`config.mk`:
```
export PLATFORM = sky130hd
export DESIGN_NAME = axi_id_subsys
export DESIGN_NICKNAME = d
export VERILOG_FILES = /design/src/hdl/idw_pkg.sv /design/src/hdl/axi_rr_id_mux.sv /design/src/hdl/axi_id_remap_table.sv /design/src/hdl/axi_iw_converter.sv /design/src/hdl/axi_sram_slave.sv /design/src/hdl/axi_id_subsys.sv
export SDC_FILE = /design/constraint.sdc
export NUM_CORES = 2
export LEC_CHECK = 0
export BUFFER_PORTS_ARGS = -buffer_cell sky130_fd_sc_hd__buf_2
export CORE_UTILIZATION = 30
export CTS_BUF_LIST = sky130_fd_sc_hd__clkbuf_8
export DETAILED_ROUTE_END_ITERATION = 10
export HOLD_SLACK_MARGIN = 0.12
export PLACE_DENSITY = 0.45
export SLEW_MARGIN = 20
export SYNTH_ARGS = -nofsm -noshare
export SYNTH_HDL_FRONTEND = slang
export SYNTH_HIERARCHICAL = 1
export SYNTH_SLANG_ARGS = --single-unit
```
`constraint.sdc`:
```
create_clock -name clk_i -period 5.2 [get_ports clk_i]
set_input_delay 0.26 -clock clk_i [delete_from_list [all_inputs] [get_ports clk_i]]
set_output_delay 0.26 -clock clk_i [all_outputs]
set_load 0.02 [all_outputs]
```
`src/hdl/idw_pkg.sv`:
```
// Widths, sizes, payload types and the shared-bus ID union of the AXI ID slice
package idw_pkg;

  localparam int unsigned NumReq         = 2;
  localparam int unsigned IdWidthReq     = 2;
  localparam int unsigned IdWidthBus     = 3;
  localparam int unsigned IdWidthMem     = 1;
  localparam int unsigned RemapTableSize = 2;
  localparam int unsigned AddrWidth      = 6;
  localparam int unsigned DataWidth      = 32;
  localparam int unsigned StrbWidth      = DataWidth / 8;
  localparam int unsigned MemWords       = 64;
  localparam int unsigned MaxPending     = 7;
  // Counter wide enough to hold MaxPending
  localparam int unsigned CntWidth       = $clog2(MaxPending + 1);

  typedef logic [IdWidthReq-1:0] req_id_t;
  typedef logic [IdWidthMem-1:0] mem_id_t;
  typedef logic [AddrWidth-1:0]  addr_t;
  typedef logic [DataWidth-1:0]  data_t;
  typedef logic [StrbWidth-1:0]  strb_t;
  typedef logic [1:0]            resp_t;
  typedef logic [CntWidth-1:0]   cnt_t;

  localparam resp_t RespOkay = 2'b00;

  // Requester index on top, requester's own ID below
  typedef struct packed {
    logic    src;
    req_id_t id;
  } bus_id_fields_t;

  // Decoded by the mux as fields, by the converter as one opaque word
  typedef union packed {
    bus_id_fields_t        f;
    logic [IdWidthBus-1:0] raw;
  } bus_id_u;

endpackage

```
`src/hdl/axi_rr_id_mux.sv`:
```
// Round-robin AXI arbiter of two requesters with ID prefixing and response routing
module axi_rr_id_mux (
  input  logic             clk_i,
  input  logic             rst_n_i,
  // Requester 0
  input  logic             req0_aw_valid_i, req0_w_valid_i, req0_ar_valid_i,
  input  logic             req0_b_ready_i, req0_r_ready_i,
  output logic             req0_aw_ready_o, req0_w_ready_o, req0_ar_ready_o,
  output logic             req0_b_valid_o, req0_r_valid_o,
  input  idw_pkg::req_id_t req0_aw_id_i, req0_ar_id_i,
  input  idw_pkg::addr_t   req0_aw_addr_i, req0_ar_addr_i,
  input  idw_pkg::data_t   req0_w_data_i,
  input  idw_pkg::strb_t   req0_w_strb_i,
  output idw_pkg::req_id_t req0_b_id_o, req0_r_id_o,
  output idw_pkg::resp_t   req0_b_resp_o, req0_r_resp_o,
  output idw_pkg::data_t   req0_r_data_o,
  // Requester 1
  input  logic             req1_aw_valid_i, req1_w_valid_i, req1_ar_valid_i,
  input  logic             req1_b_ready_i, req1_r_ready_i,
  output logic             req1_aw_ready_o, req1_w_ready_o, req1_ar_ready_o,
  output logic             req1_b_valid_o, req1_r_valid_o,
  input  idw_pkg::req_id_t req1_aw_id_i, req1_ar_id_i,
  input  idw_pkg::addr_t   req1_aw_addr_i, req1_ar_addr_i,
  input  idw_pkg::data_t   req1_w_data_i,
  input  idw_pkg::strb_t   req1_w_strb_i,
  output idw_pkg::req_id_t req1_b_id_o, req1_r_id_o,
  output idw_pkg::resp_t   req1_b_resp_o, req1_r_resp_o,
  output idw_pkg::data_t   req1_r_data_o,
  // Shared bus
  output logic             bus_aw_valid_o, bus_w_valid_o, bus_ar_valid_o,
  output logic             bus_b_ready_o, bus_r_ready_o,
  input  logic             bus_aw_ready_i, bus_w_ready_i, bus_ar_ready_i,
  input  logic             bus_b_valid_i, bus_r_valid_i,
  output idw_pkg::bus_id_u bus_aw_id_o, bus_ar_id_o,
  output idw_pkg::addr_t   bus_aw_addr_o, bus_ar_addr_o,
  output idw_pkg::data_t   bus_w_data_o,
  output idw_pkg::strb_t   bus_w_strb_o,
  input  idw_pkg::bus_id_u bus_b_id_i, bus_r_id_i,
  input  idw_pkg::resp_t   bus_b_resp_i, bus_r_resp_i,
  input  idw_pkg::data_t   bus_r_data_i
);

  logic [idw_pkg::NumReq-1:0] wr_req;
  logic [idw_pkg::NumReq-1:0] rd_req;
  logic                       wr_sel;
  logic                       rd_sel;
  logic                       wr_fire;
  logic                       rd_fire;
  logic                       wr_prio_q;
  logic                       rd_prio_q;
  logic                       wr_lock_q;
  logic                       rd_lock_q;
  logic                       wr_lock_sel_q;
  logic                       rd_lock_sel_q;

  // Priority requester first, the other one when it is idle
  function automatic logic rr_pick(logic prio, logic [idw_pkg::NumReq-1:0] req);
    return req[prio] ? prio : !prio;
  endfunction

  assign wr_req = {req1_aw_valid_i & req1_w_valid_i, req0_aw_valid_i & req0_w_valid_i};
  assign rd_req = {req1_ar_valid_i, req0_ar_valid_i};

  // A request already shown on the bus keeps its grant until it transfers
  assign wr_sel = wr_lock_q ? wr_lock_sel_q : rr_pick(wr_prio_q, wr_req);
  assign rd_sel = rd_lock_q ? rd_lock_sel_q : rr_pick(rd_prio_q, rd_req);

  assign wr_fire = bus_aw_valid_o & bus_aw_ready_i & bus_w_ready_i;
  assign rd_fire = bus_ar_valid_o & bus_ar_ready_i;

  assign bus_aw_valid_o = wr_req[wr_sel];
  assign bus_w_valid_o  = wr_req[wr_sel];
  assign bus_aw_id_o.f  = '{src: wr_sel, id: (wr_sel ? req1_aw_id_i : req0_aw_id_i)};
  assign bus_aw_addr_o  = wr_sel ? req1_aw_addr_i : req0_aw_addr_i;
  assign bus_w_data_o   = wr_sel ? req1_w_data_i : req0_w_data_i;
  assign bus_w_strb_o   = wr_sel ? req1_w_strb_i : req0_w_strb_i;
  assign bus_ar_valid_o = rd_req[rd_sel];
  assign bus_ar_id_o.f  = '{src: rd_sel, id: (rd_sel ? req1_ar_id_i : req0_ar_id_i)};
  assign bus_ar_addr_o  = rd_sel ? req1_ar_addr_i : req0_ar_addr_i;

  assign req0_aw_ready_o = wr_fire & !wr_sel;
  assign req0_w_ready_o  = wr_fire & !wr_sel;
  assign req1_aw_ready_o = wr_fire & wr_sel;
  assign req1_w_ready_o  = wr_fire & wr_sel;
  assign req0_ar_ready_o = rd_fire & !rd_sel;
  assign req1_ar_ready_o = rd_fire & rd_sel;

  // Responses go back to the requester named in the ID prefix
  assign req0_b_valid_o = bus_b_valid_i & !bus_b_id_i.f.src;
  assign req1_b_valid_o = bus_b_valid_i & bus_b_id_i.f.src;
  assign req0_b_id_o    = bus_b_id_i.f.id;
  assign req1_b_id_o    = bus_b_id_i.f.id;
  assign req0_b_resp_o  = bus_b_resp_i;
  assign req1_b_resp_o  = bus_b_resp_i;
  assign bus_b_ready_o  = bus_b_id_i.f.src ? req1_b_ready_i : req0_b_ready_i;

  assign req0_r_valid_o = bus_r_valid_i & !bus_r_id_i.f.src;
  assign req1_r_valid_o = bus_r_valid_i & bus_r_id_i.f.src;
  assign req0_r_id_o    = bus_r_id_i.f.id;
  assign req1_r_id_o    = bus_r_id_i.f.id;
  assign req0_r_resp_o  = bus_r_resp_i;
  assign req1_r_resp_o  = bus_r_resp_i;
  assign req0_r_data_o  = bus_r_data_i;
  assign req1_r_data_o  = bus_r_data_i;
  assign bus_r_ready_o  = bus_r_id_i.f.src ? req1_r_ready_i : req0_r_ready_i;

  always_ff @(posedge clk_i or negedge rst_n_i) begin
    if (!rst_n_i) begin
      wr_prio_q     <= 1'b0;
      rd_prio_q     <= 1'b0;
      wr_lock_q     <= 1'b0;
      rd_lock_q     <= 1'b0;
      wr_lock_sel_q <= 1'b0;
      rd_lock_sel_q <= 1'b0;
    end else begin
      wr_lock_q     <= bus_aw_valid_o & !wr_fire;
      rd_lock_q     <= bus_ar_valid_o & !rd_fire;
      wr_lock_sel_q <= wr_sel;
      rd_lock_sel_q <= rd_sel;
      // The other requester gets priority after a transfer
      if (wr_fire) wr_prio_q <= !wr_sel;
      if (rd_fire) rd_prio_q <= !rd_sel;
    end
  end

endmodule

```
`src/hdl/axi_id_remap_table.sv`:
```
// Remap table from wide bus IDs to narrow slot IDs with outstanding counters per slot
module axi_id_remap_table (
  input  logic             clk_i,
  input  logic             rst_n_i,
  input  logic             push_i,
  input  idw_pkg::bus_id_u push_id_i,
  output logic             full_o,
  output idw_pkg::mem_id_t push_slot_o,
  input  logic             pop_i,
  input  idw_pkg::mem_id_t pop_slot_i,
  output idw_pkg::bus_id_u pop_id_o
);

  idw_pkg::bus_id_u id_q  [idw_pkg::RemapTableSize];
  idw_pkg::cnt_t    cnt_q [idw_pkg::RemapTableSize];
  logic             hit;
  logic             free_any;
  idw_pkg::mem_id_t hit_slot;
  idw_pkg::mem_id_t free_slot;

  // Downward scan so the lowest free slot wins
  always_comb begin
    hit       = 1'b0;
    hit_slot  = '0;
    free_any  = 1'b0;
    free_slot = '0;
    for (int i = idw_pkg::RemapTableSize - 1; i >= 0; i--) begin
      if (cnt_q[i] != '0 && id_q[i].raw == push_id_i.raw) begin
        hit      = 1'b1;
        hit_slot = idw_pkg::mem_id_t'(i);
      end
      if (cnt_q[i] == '0) begin
        free_any  = 1'b1;
        free_slot = idw_pkg::mem_id_t'(i);
      end
    end
  end

  // An active ID keeps its slot so its order toward the memory is kept
  assign push_slot_o = hit ? hit_slot : free_slot;
  assign full_o      = hit ? (cnt_q[hit_slot] == idw_pkg::cnt_t'(idw_pkg::MaxPending))
                           : !free_any;
  assign pop_id_o    = id_q[pop_slot_i];

  always_ff @(posedge clk_i or negedge rst_n_i) begin
    if (!rst_n_i) begin
      for (int i = 0; i < idw_pkg::RemapTableSize; i++) begin
        cnt_q[i] <= '0;
      end
    end else begin
      for (int i = 0; i < idw_pkg::RemapTableSize; i++) begin
        cnt_q[i] <= cnt_q[i]
                  + idw_pkg::cnt_t'(push_i && (push_slot_o == idw_pkg::mem_id_t'(i)))
                  - idw_pkg::cnt_t'(pop_i && (pop_slot_i == idw_pkg::mem_id_t'(i)));
      end
    end
  end

  always_ff @(posedge clk_i) begin
    if (push_i) id_q[push_slot_o] <= push_id_i;
  end

  // Memory responses only come back on slots the converter handed out
  a_pop_active: assert property (@(posedge clk_i) disable iff (!rst_n_i)
    pop_i |-> cnt_q[pop_slot_i] != '0);

  // The converter blocks the handshake while the table is full
  a_push_not_full: assert property (@(posedge clk_i) disable iff (!rst_n_i)
    push_i |-> !full_o);

endmodule

```
`src/hdl/axi_iw_converter.sv`:
```
// AXI ID width converter with write and read remap tables, or a passthrough
module axi_iw_converter #(
  parameter int unsigned IdWidthSlv = idw_pkg::IdWidthBus,
  parameter int unsigned IdWidthMst = idw_pkg::IdWidthMem
) (
  input  logic             clk_i,
  input  logic             rst_n_i,
  // Wide side
  input  logic             slv_aw_valid_i, slv_w_valid_i, slv_ar_valid_i,
  input  logic             slv_b_ready_i, slv_r_ready_i,
  output logic             slv_aw_ready_o, slv_w_ready_o, slv_ar_ready_o,
  output logic             slv_b_valid_o, slv_r_valid_o,
  input  idw_pkg::bus_id_u slv_aw_id_i, slv_ar_id_i,
  input  idw_pkg::addr_t   slv_aw_addr_i, slv_ar_addr_i,
  input  idw_pkg::data_t   slv_w_data_i,
  input  idw_pkg::strb_t   slv_w_strb_i,
  output idw_pkg::bus_id_u slv_b_id_o, slv_r_id_o,
  output idw_pkg::resp_t   slv_b_resp_o, slv_r_resp_o,
  output idw_pkg::data_t   slv_r_data_o,
  // Narrow side
  output logic             mst_aw_valid_o, mst_w_valid_o, mst_ar_valid_o,
  output logic             mst_b_ready_o, mst_r_ready_o,
  input  logic             mst_aw_ready_i, mst_w_ready_i, mst_ar_ready_i,
  input  logic             mst_b_valid_i, mst_r_valid_i,
  output idw_pkg::mem_id_t mst_aw_id_o, mst_ar_id_o,
  output idw_pkg::addr_t   mst_aw_addr_o, mst_ar_addr_o,
  output idw_pkg::data_t   mst_w_data_o,
  output idw_pkg::strb_t   mst_w_strb_o,
  input  idw_pkg::mem_id_t mst_b_id_i, mst_r_id_i,
  input  idw_pkg::resp_t   mst_b_resp_i, mst_r_resp_i,
  input  idw_pkg::data_t   mst_r_data_i
);

  assign mst_aw_addr_o = slv_aw_addr_i;
  assign mst_ar_addr_o = slv_ar_addr_i;
  assign mst_w_data_o  = slv_w_data_i;
  assign mst_w_strb_o  = slv_w_strb_i;
  assign slv_b_valid_o = mst_b_valid_i;
  assign slv_b_resp_o  = mst_b_resp_i;
  assign mst_b_ready_o = slv_b_ready_i;
  assign slv_r_valid_o = mst_r_valid_i;
  assign slv_r_resp_o  = mst_r_resp_i;
  assign slv_r_data_o  = mst_r_data_i;
  assign mst_r_ready_o = slv_r_ready_i;

  if (IdWidthSlv > IdWidthMst) begin : gen_remap
    logic wr_full;
    logic rd_full;

    axi_id_remap_table i_wr_table (
      .clk_i,
      .rst_n_i,
      .push_i      (slv_aw_valid_i & slv_aw_ready_o),
      .push_id_i   (slv_aw_id_i),
      .full_o      (wr_full),
      .push_slot_o (mst_aw_id_o),
      .pop_i       (mst_b_valid_i & slv_b_ready_i),
      .pop_slot_i  (mst_b_id_i),
      .pop_id_o    (slv_b_id_o)
    );

    axi_id_remap_table i_rd_table (
      .clk_i,
      .rst_n_i,
      .push_i      (slv_ar_valid_i & slv_ar_ready_o),
      .push_id_i   (slv_ar_id_i),
      .full_o      (rd_full),
      .push_slot_o (mst_ar_id_o),
      .pop_i       (mst_r_valid_i & slv_r_ready_i),
      .pop_slot_i  (mst_r_id_i),
      .pop_id_o    (slv_r_id_o)
    );

    // A full table hides the request from the memory and stalls the requester
    assign mst_aw_valid_o = slv_aw_valid_i & !wr_full;
    assign mst_w_valid_o  = slv_w_valid_i & !wr_full;
    assign slv_aw_ready_o = mst_aw_ready_i & !wr_full;
    assign slv_w_ready_o  = mst_w_ready_i & !wr_full;
    assign mst_ar_valid_o = slv_ar_valid_i & !rd_full;
    assign slv_ar_ready_o = mst_ar_ready_i & !rd_full;
  end else begin : gen_passthrough
    assign mst_aw_valid_o = slv_aw_valid_i;
    assign mst_w_valid_o  = slv_w_valid_i;
    assign slv_aw_ready_o = mst_aw_ready_i;
    assign slv_w_ready_o  = mst_w_ready_i;
    assign mst_ar_valid_o = slv_ar_valid_i;
    assign slv_ar_ready_o = mst_ar_ready_i;
    assign mst_aw_id_o    = idw_pkg::mem_id_t'(slv_aw_id_i.raw);
    assign mst_ar_id_o    = idw_pkg::mem_id_t'(slv_ar_id_i.raw);
    assign slv_b_id_o     = idw_pkg::bus_id_u'(mst_b_id_i);
    assign slv_r_id_o     = idw_pkg::bus_id_u'(mst_r_id_i);
  end

endmodule

```
`src/hdl/axi_sram_slave.sv`:
```
// Single-beat AXI memory slave with byte strobes and registered, held responses
module axi_sram_slave (
  input  logic             clk_i,
  input  logic             rst_n_i,
  input  logic             aw_valid_i, w_valid_i, ar_valid_i, b_ready_i, r_ready_i,
  output logic             aw_ready_o, w_ready_o, ar_ready_o, b_valid_o, r_valid_o,
  input  idw_pkg::mem_id_t aw_id_i, ar_id_i,
  input  idw_pkg::addr_t   aw_addr_i, ar_addr_i,
  input  idw_pkg::data_t   w_data_i,
  input  idw_pkg::strb_t   w_strb_i,
  output idw_pkg::mem_id_t b_id_o, r_id_o,
  output idw_pkg::resp_t   b_resp_o, r_resp_o,
  output idw_pkg::data_t   r_data_o
);

  idw_pkg::data_t mem_q [idw_pkg::MemWords];
  logic           wr_fire;
  logic           rd_fire;

  // Address and data go in together, once the previous response has left
  assign aw_ready_o = w_valid_i & !b_valid_o;
  assign w_ready_o  = aw_valid_i & !b_valid_o;
  assign ar_ready_o = !r_valid_o;
  assign wr_fire    = aw_valid_i & w_valid_i & !b_valid_o;
  assign rd_fire    = ar_valid_i & !r_valid_o;
  assign b_resp_o   = idw_pkg::RespOkay;
  assign r_resp_o   = idw_pkg::RespOkay;

  always_ff @(posedge clk_i or negedge rst_n_i) begin
    if (!rst_n_i) begin
      b_valid_o <= 1'b0;
      r_valid_o <= 1'b0;
    end else begin
      if (wr_fire) begin
        b_valid_o <= 1'b1;
      end else if (b_ready_i) begin
        b_valid_o <= 1'b0;
      end
      if (rd_fire) begin
        r_valid_o <= 1'b1;
      end else if (r_ready_i) begin
        r_valid_o <= 1'b0;
      end
    end
  end

  always_ff @(posedge clk_i) begin
    if (wr_fire) begin
      b_id_o <= aw_id_i;
      for (int i = 0; i < idw_pkg::StrbWidth; i++) begin
        if (w_strb_i[i]) mem_q[aw_addr_i][8*i +: 8] <= w_data_i[8*i +: 8];
      end
    end
    if (rd_fire) begin
      r_id_o   <= ar_id_i;
      r_data_o <= mem_q[ar_addr_i];
    end
  end

  // Held responses stay put until the requester takes them
  a_b_stable: assert property (@(posedge clk_i) disable iff (!rst_n_i)
    b_valid_o && !b_ready_i |=> b_valid_o && $stable(b_id_o));

  a_r_stable: assert property (@(posedge clk_i) disable iff (!rst_n_i)
    r_valid_o && !r_ready_i |=> r_valid_o && $stable(r_id_o) && $stable(r_data_o));

endmodule

```
`src/hdl/axi_id_subsys.sv`:
```
// Two requesters sharing one memory through the round-robin mux and the ID width converter
module axi_id_subsys (
  input  logic             clk_i,
  input  logic             rst_n_i,
  // Requester 0
  input  logic             req0_aw_valid_i, req0_w_valid_i, req0_ar_valid_i,
  input  logic             req0_b_ready_i, req0_r_ready_i,
  output logic             req0_aw_ready_o, req0_w_ready_o, req0_ar_ready_o,
  output logic             req0_b_valid_o, req0_r_valid_o,
  input  idw_pkg::req_id_t req0_aw_id_i, req0_ar_id_i,
  input  idw_pkg::addr_t   req0_aw_addr_i, req0_ar_addr_i,
  input  idw_pkg::data_t   req0_w_data_i,
  input  idw_pkg::strb_t   req0_w_strb_i,
  output idw_pkg::req_id_t req0_b_id_o, req0_r_id_o,
  output idw_pkg::resp_t   req0_b_resp_o, req0_r_resp_o,
  output idw_pkg::data_t   req0_r_data_o,
  // Requester 1
  input  logic             req1_aw_valid_i, req1_w_valid_i, req1_ar_valid_i,
  input  logic             req1_b_ready_i, req1_r_ready_i,
  output logic             req1_aw_ready_o, req1_w_ready_o, req1_ar_ready_o,
  output logic             req1_b_valid_o, req1_r_valid_o,
  input  idw_pkg::req_id_t req1_aw_id_i, req1_ar_id_i,
  input  idw_pkg::addr_t   req1_aw_addr_i, req1_ar_addr_i,
  input  idw_pkg::data_t   req1_w_data_i,
  input  idw_pkg::strb_t   req1_w_strb_i,
  output idw_pkg::req_id_t req1_b_id_o, req1_r_id_o,
  output idw_pkg::resp_t   req1_b_resp_o, req1_r_resp_o,
  output idw_pkg::data_t   req1_r_data_o
);

  // Shared bus with prefixed IDs
  logic             bus_aw_valid, bus_aw_ready, bus_w_valid, bus_w_ready;
  logic             bus_b_valid, bus_b_ready, bus_ar_valid, bus_ar_ready;
  logic             bus_r_valid, bus_r_ready;
  idw_pkg::bus_id_u bus_aw_id, bus_b_id, bus_ar_id, bus_r_id;
  idw_pkg::addr_t   bus_aw_addr, bus_ar_addr;
  idw_pkg::data_t   bus_w_data, bus_r_data;
  idw_pkg::strb_t   bus_w_strb;
  idw_pkg::resp_t   bus_b_resp, bus_r_resp;

  // Memory side with remapped IDs
  logic             mem_aw_valid, mem_aw_ready, mem_w_valid, mem_w_ready;
  logic             mem_b_valid, mem_b_ready, mem_ar_valid, mem_ar_ready;
  logic             mem_r_valid, mem_r_ready;
  idw_pkg::mem_id_t mem_aw_id, mem_b_id, mem_ar_id, mem_r_id;
  idw_pkg::addr_t   mem_aw_addr, mem_ar_addr;
  idw_pkg::data_t   mem_w_data, mem_r_data;
  idw_pkg::strb_t   mem_w_strb;
  idw_pkg::resp_t   mem_b_resp, mem_r_resp;

  // Requester ports share their names with the top level
  axi_rr_id_mux i_axi_rr_id_mux (
    .*,
    .bus_aw_valid_o (bus_aw_valid), .bus_aw_id_o (bus_aw_id), .bus_aw_addr_o (bus_aw_addr),
    .bus_aw_ready_i (bus_aw_ready),
    .bus_w_valid_o  (bus_w_valid), .bus_w_data_o (bus_w_data), .bus_w_strb_o (bus_w_strb),
    .bus_w_ready_i  (bus_w_ready),
    .bus_b_valid_i  (bus_b_valid), .bus_b_id_i (bus_b_id), .bus_b_resp_i (bus_b_resp),
    .bus_b_ready_o  (bus_b_ready),
    .bus_ar_valid_o (bus_ar_valid), .bus_ar_id_o (bus_ar_id), .bus_ar_addr_o (bus_ar_addr),
    .bus_ar_ready_i (bus_ar_ready),
    .bus_r_valid_i  (bus_r_valid), .bus_r_id_i (bus_r_id), .bus_r_resp_i (bus_r_resp),
    .bus_r_data_i   (bus_r_data), .bus_r_ready_o (bus_r_ready)
  );

  axi_iw_converter #(
    .IdWidthSlv (idw_pkg::IdWidthBus),
    .IdWidthMst (idw_pkg::IdWidthMem)
  ) i_axi_iw_converter (
    .clk_i,
    .rst_n_i,
    .slv_aw_valid_i (bus_aw_valid), .slv_aw_id_i (bus_aw_id), .slv_aw_addr_i (bus_aw_addr),
    .slv_aw_ready_o (bus_aw_ready),
    .slv_w_valid_i  (bus_w_valid), .slv_w_data_i (bus_w_data), .slv_w_strb_i (bus_w_strb),
    .slv_w_ready_o  (bus_w_ready),
    .slv_b_valid_o  (bus_b_valid), .slv_b_id_o (bus_b_id), .slv_b_resp_o (bus_b_resp),
    .slv_b_ready_i  (bus_b_ready),
    .slv_ar_valid_i (bus_ar_valid), .slv_ar_id_i (bus_ar_id), .slv_ar_addr_i (bus_ar_addr),
    .slv_ar_ready_o (bus_ar_ready),
    .slv_r_valid_o  (bus_r_valid), .slv_r_id_o (bus_r_id), .slv_r_resp_o (bus_r_resp),
    .slv_r_data_o   (bus_r_data), .slv_r_ready_i (bus_r_ready),
    .mst_aw_valid_o (mem_aw_valid), .mst_aw_id_o (mem_aw_id), .mst_aw_addr_o (mem_aw_addr),
    .mst_aw_ready_i (mem_aw_ready),
    .mst_w_valid_o  (mem_w_valid), .mst_w_data_o (mem_w_data), .mst_w_strb_o (mem_w_strb),
    .mst_w_ready_i  (mem_w_ready),
    .mst_b_valid_i  (mem_b_valid), .mst_b_id_i (mem_b_id), .mst_b_resp_i (mem_b_resp),
    .mst_b_ready_o  (mem_b_ready),
    .mst_ar_valid_o (mem_ar_valid), .mst_ar_id_o (mem_ar_id), .mst_ar_addr_o (mem_ar_addr),
    .mst_ar_ready_i (mem_ar_ready),
    .mst_r_valid_i  (mem_r_valid), .mst_r_id_i (mem_r_id), .mst_r_resp_i (mem_r_resp),
    .mst_r_data_i   (mem_r_data), .mst_r_ready_o (mem_r_ready)
  );

  axi_sram_slave i_axi_sram_slave (
    .clk_i,
    .rst_n_i,
    .aw_valid_i (mem_aw_valid), .aw_id_i (mem_aw_id), .aw_addr_i (mem_aw_addr),
    .aw_ready_o (mem_aw_ready),
    .w_valid_i  (mem_w_valid), .w_data_i (mem_w_data), .w_strb_i (mem_w_strb),
    .w_ready_o  (mem_w_ready),
    .b_valid_o  (mem_b_valid), .b_id_o (mem_b_id), .b_resp_o (mem_b_resp),
    .b_ready_i  (mem_b_ready),
    .ar_valid_i (mem_ar_valid), .ar_id_i (mem_ar_id), .ar_addr_i (mem_ar_addr),
    .ar_ready_o (mem_ar_ready),
    .r_valid_o  (mem_r_valid), .r_id_o (mem_r_id), .r_resp_o (mem_r_resp),
    .r_data_o   (mem_r_data), .r_ready_i (mem_r_ready)
  );

endmodule

```
## After elaboration in Yosys (flattened, before gate mapping)

Memories as Yosys holds them, arrays and structs flattened. A register that Yosys moved wholly into a read port is not among the register bits.
Cells that the tools add are included.

- Input bits: 116
- Output and inout port bits: 90
- Memories kept: 3
- RAM bits: 2,060
- Word-level logic and storage cells: 166
- Bits in registers: 22

Memories:

| name | depth | bits a word | rd ports | clocked after Yosys merged registers in | write ports | line | source |
|---|---|---|---|---|---|---|---|
| i_axi_sram_slave.mem_q | 64 | 32 | 1 | 1 | 1 | axi_sram_slave.sv:16 | `idw_pkg::data_t mem_q [idw_pkg::MemWords];` |
| i_axi_iw_converter.gen_remap.i_rd_table.id_q | 2 | 3 | 3 | 1 | 1 | axi_id_remap_table.sv:14 | `idw_pkg::bus_id_u id_q [idw_pkg::RemapTableSize];` |
| i_axi_iw_converter.gen_remap.i_wr_table.id_q | 2 | 3 | 3 | 1 | 1 | axi_id_remap_table.sv:14 |  |

- Multiplexer cells: 64
- Reductions and logical operators: 36
- Add/subtract/negate cells: 8
- Equal/unequal tests: 6
- Bitwise logic cells: 29
- $lt $le $gt $ge: 6

Operator list:

| cell | number |
|---|---|
| $mux W1 | 52 |
| $mux W32 | 1 |
| $and A1 B1 Y1 | 23 |
| $mux W3 | 6 |
| $logic_not A1 Y1 | 14 |
| $add A3 B1 Y3 | 4 |
| $eq A3 B3 Y1 | 4 |
| $logic_and A1 B1 Y1 | 12 |
| $logic_not A3 Y1 | 4 |
| $mux W6 | 2 |
| $reduce_bool A3 Y1 | 4 |
| $sub A3 B1 Y3 | 4 |
| $lt A1 B2 Y1 const B | 4 |
| $eq A3 B3 Y1 const B | 2 |
| $ge A2 B2 Y1 const B | 2 |
| $mux W2 | 2 |
| $mux W4 | 1 |
| $not A1 Y1 | 4 |
| $not A1 Y2 | 2 |
| $reduce_bool A2 Y1 | 2 |

## Longest topological paths before layout

- Word-level depth: 24
- Gate-level depth with buffers: 19
- Gate-level depth less buffers: 18

## Modules after synthesis

Netlist, hierarchy kept.

Modules (own cells, without submodules):

| module | times used | seq. area each (um2) | cells an instance | area each (um2) |
|---|---|---|---|---|
| axi_sram_slave | 1 | 62,570.0 | 3,691 | 80,180.6 |
| axi_rr_id_mux | 1 | 150.1 | 185 | 1,676.6 |
| axi_id_remap_table | 2 | 330.3 | 54 | 695.7 |
| axi_iw_converter | 1 | 0.0 | 98 | 739.5 |

## Worst setup path before layout

No wires, ideal clock.

- Kind: flip-flop to flip-flop
- From: register i_axi_rr_id_mux.rd_prio_q
- To: register i_axi_sram_slave.r_data_o[0], read port of i_axi_sram_slave.mem_q (enable)
- Buffers on the path: 1
- Library setup time: 428 ps
- Required time: 4,772 ps
- Arrival time: 3,759 ps
- Stages on the path, launching flop included: 11
- Clock period less this slack: 4,188 ps
- Path slack: 1,012 ps
- Cells stage by stage: dfrtp_1 and2_1 o31ai_1 buf_2 mux2_2 xnor2_1 and3_1 a41oi_1 a22oi_2 nor2b_1 nor2b_1

RTL lines:

| element | line | source |
|---|---|---|
| from (decl) | axi_rr_id_mux.sv:50 | `logic rd_prio_q;` |
| from (signal assigned) | axi_rr_id_mux.sv:122 | `if (rd_fire) rd_prio_q <= !rd_sel;` |
| to (decl) | axi_sram_slave.sv:13 | `output idw_pkg::data_t r_data_o` |

==> flow_summary_export.csv <==
group,metric,value,unit
setup_path,slowest_delay,0.76,ns
sta,report.final.slew_viol_count,0,
setup_path,timing.critical_path.to_type,"flip-flop",
synth,yosys_warnings,6,
synth,netlist_instances,4082,
floorplanning,floorplan.die.height,531,um
clock_tree,htreeDepth,5,
placed_design,port_buffers,197,
routing,antenna_violating_nets_post_route,0,
clock_tree,clk_latency,0.99,ns
sta,setup-tns-final,0,ns
clock_tree,cts_setup_buffers,0,
global_routing,grt_start_max_net_pins,65,
synth,synth.area.top_cells,"edfxtp_1 75%, mux4_2 13%, buf_4 1.9%, nor2_1 1.3%, mux2_2 1.3%",
flow_run,timing.max_cap.violations,0,
sta,timing.final.crit_share,0.970,
floorplanning,i_o_pins,206,
sta,min_period,5.04,ns
setup_path,worst_ep_required_time,5.76,ns
routing,viasPerCell,5.11,
global_routing,vias_in_the_first_global_route,44600,
routing,route.vias.total,43600,
outcome,status,"complete, no violations",
sta,tightestPinTransition,1.17,ns
global_routing,grt_pass1_wl,375,mm
finish,instances_no_fill,8537,
global_routing,antenna_found_initial,37,
clock_tree,numClockSinks,2114,
clock_tree,cts.reportedPaths.clkPinSlew,0.06,ns
routing,wirelength,274,mm
synth,async_reset_ff_frac,0.00946,
routing,length_of_the_first_detailed_routing_pass_in_iterations,7,
synth,syn_avg_cell_area,20.6,sq um
sta,clock.fmax,198,MHz
routing,drt_iter0_markers,5433,
synth,netlist_area,84000,sq um
finish,fin_nets,4655,
clock_tree,clock_tree.buffer_depth,4,
synth,yosys.cell_count.top_type,"edfxtp_1",
finish,syn_to_final_growth,15.0,%
routing,routed_wire_length_per_instance,32.1,um
synth,yosysSeqAreaShare,0.755,
synth,ys_dominant_reg_cell,"edfxtp_1",
setup_path,crit_top_cell,"nor2b_1",
placed_design,dpl_cell_area,89200,sq um
synth,netlist-cell-type-count,61,
power,power,0.0478,W
floorplanning,floorplan.core_area,277000,sq um
setup_path,worst-path-max-fanout,29,
min_path,worst_hold_path_type,"in -> reg",
finish,finish.instance_area,96600,sq um
clock_tree,clockRootBuffer,"clkbuf_8",
finish,drive_above_1_share,0.317,
floorplanning,initial_utilization,0.303,
floorplanning,die_span_in_x,531,um
global_routing,grt.overflow.total,0,
clock_tree,tritoncts,"done",
sta,worst_clock_skew,0.0598,ns
synth,synthDominantAreaCellType,"edfxtp_1",
global_routing,gr-usage-all-layers,0.193,
power,power.density,495,nW/um^2
sta,final-hold-violation-count,0,
placed_design,gp_congestion,0.853,
sta,timing.max_slew.rel_slack,0.222,
synth,yosys_register_bits,2114,
floorplanning,rows,193,
placed_design,placed_cells,7816,
sta,hold_ws,0.203,ns
setup_path,worstSetupStartpointType,"flip-flop",
clock_tree,cts_made_buffers,356,
placed_design,dp_hpwl,180,mm
synth,synth_edf_count,2094,
setup_path,worstPathArrival,5.60,ns
synth,synth_common_cells,"2094 x edfxtp_1, 498 x mux4_2, 288 x nor2_1",
setup_path,timing_worst_setup_path_type,"reg -> reg",
setup_path,cpMaxStageDelayCell,"nor2_1",
routing,remaining_drc_errors,0,
power,static-leakage-power,30.3,nW
power,ir_drop,0.320,mV
sta,rsz0062_at_grt,"no",
floorplanning,die_area,282000,sq um
setup_path,worstPathCellList,"nor2b_1, a311oi_4, mux2_2, xnor2_1, and3_1, a41oi_1, a22oi_2, and2b_2, nor2b_1, and2_1, nand2_2, buf_12, nor2_1",
sta,timing.final.setup_violations,0,
synth,synthDominantCellAreaShare,0.749,
## cells by family after synthesis
family | share of synthesized area
compound gates | 0.0245
xor+xnor | 0.00209
fa+ha+maj | 0.00215
buf+inv | 0.0316
flops | 0.755
mux | 0.152
other cells | 0.0000446
simple gates | 0.0328
## report_power, final
group          switching, W  total, W  internal (W)
Combinational       0.00851    0.0136       0.00511
Sequential         0.000266    0.0198        0.0195
Clock               0.00692    0.0144       0.00745
Total                0.0157    0.0478        0.0321
## metrics by stage
stage                     setup slack [ns]   util
after floorplan                       1.01      -
after global placement               0.108  0.321
after detailed placement             0.178  0.322
after CTS                            0.156  0.348
after global routing              0.000381  0.348
final                                0.157  0.348
## timing repair
item	in CTS	in global routing
endpoints found under the setup margin	0	4
hold endpoints to repair	221	0
hold buffers	58	0
resized for setup	0	2
## layout by cell type (no fill, tap or decap), types with 31 or more instances in the layout
cell type and n:
buf_2 197, edfxtp_1 2094, a211oi_1 35, dlygate4sd3_1 56, nor2b_1 48, nor3_1 31, nor2_1 285, mux2i_1 35
nand2_1 93, o22ai_1 119, clkbuf_8 365, buf_4 206, mux4_2 498, mux2_2 95, clkinv_1 109, clkinv_2 51
inv_1 94
## path summary, 6_finish.rpt
path	from	endpoint	slack [ns]	cells past startpoint
min in group asynchronous	rst_n_i	i_axi_rr_id_mux/rd_lock_sel_q$_DFF_PN0_	0.33	4
max in group asynchronous	rst_n_i	i_axi_iw_converter/gen_remap.i_wr_table/cnt_q[5]$_DFF_PN0_	4.70	4
min	req0_w_data_i[0]	i_axi_sram_slave/mem_q[5][0]$_DFFE_PP_	0.20	2
max reg2reg	i_axi_rr_id_mux/wr_lock_q$_DFF_PN0_	i_axi_sram_slave/mem_q[16][24]$_DFFE_PP_	0.16	13
max	i_axi_rr_id_mux/wr_lock_q$_DFF_PN0_	i_axi_sram_slave/mem_q[16][24]$_DFFE_PP_	0.16	13
min reg2reg	i_axi_iw_converter/gen_remap.i_rd_table/cnt_q[5]$_DFF_PN0_	i_axi_iw_converter/gen_remap.i_rd_table/cnt_q[5]$_DFF_PN0_	0.52	1
## cell type report
| type | count | area, sq um |
|---|---|---|
| repair buffers | 486 | 3630 |
| fillers | 26000 | 181000 |
| multi-input cells | 1549 | 18100 |
| inverters | 20 | 75.1 |
| well taps | 3705 | 4640 |
| clock buffers | 365 | 5020 |
| flip-flops and latches | 2114 | 63400 |
| clock inverters | 273 | 1670 |
| diodes | 25 | 62.6 |
## worst max-delay path: cells and delay by family (launching register included)
| kind | cells | cell delay [ns] |
|---|---|---|
| and+or+nand+nor | 7 | 2.53 |
| AOI/OAI and AO/OA | 3 | 0.84 |
| DFF | 1 | 0.39 |
| buffers and inverters | 1 | 0.27 |
| xor gates and xnor gates | 1 | 0.15 |
| muxes | 1 | 0.43 |
## sequential cells by signal, indices dropped and copies added, names as in the netlist
register / cells
i_axi_rr_id_mux/wr_lock_sel_q: 1
i_axi_sram_slave/b_id_o: 1
i_axi_sram_slave/r_id_o: 1
i_axi_rr_id_mux/wr_prio_q: 1
i_axi_rr_id_mux/wr_lock_q: 1
i_axi_rr_id_mux/rd_lock_q: 1
i_axi_sram_slave/r_valid_o: 1
i_axi_rr_id_mux/rd_lock_sel_q: 1
i_axi_iw_converter/gen_remap.i_wr_table/cnt_q: 6
i_axi_iw_converter/gen_remap.i_rd_table/cnt_q: 6
i_axi_iw_converter/gen_remap.i_rd_table/id_q: 6
i_axi_sram_slave/mem_q: 2048
i_axi_iw_converter/gen_remap.i_wr_table/id_q: 6
i_axi_rr_id_mux/rd_prio_q: 1
i_axi_sram_slave/r_data_o: 32
i_axi_sram_slave/b_valid_o: 1
## layer usage
metal / GRT usage / vias up / wire [um]
met5: 0 / - / 64
met4: 0.0664 / 10 / 8810
met3: 0.0386 / 409 / 19600
met2: 0.301 / 1962 / 127000
met1: 0.269 / 23600 / 118000
li1: - / 17600 / -
(Power assumes the default switching activity.)
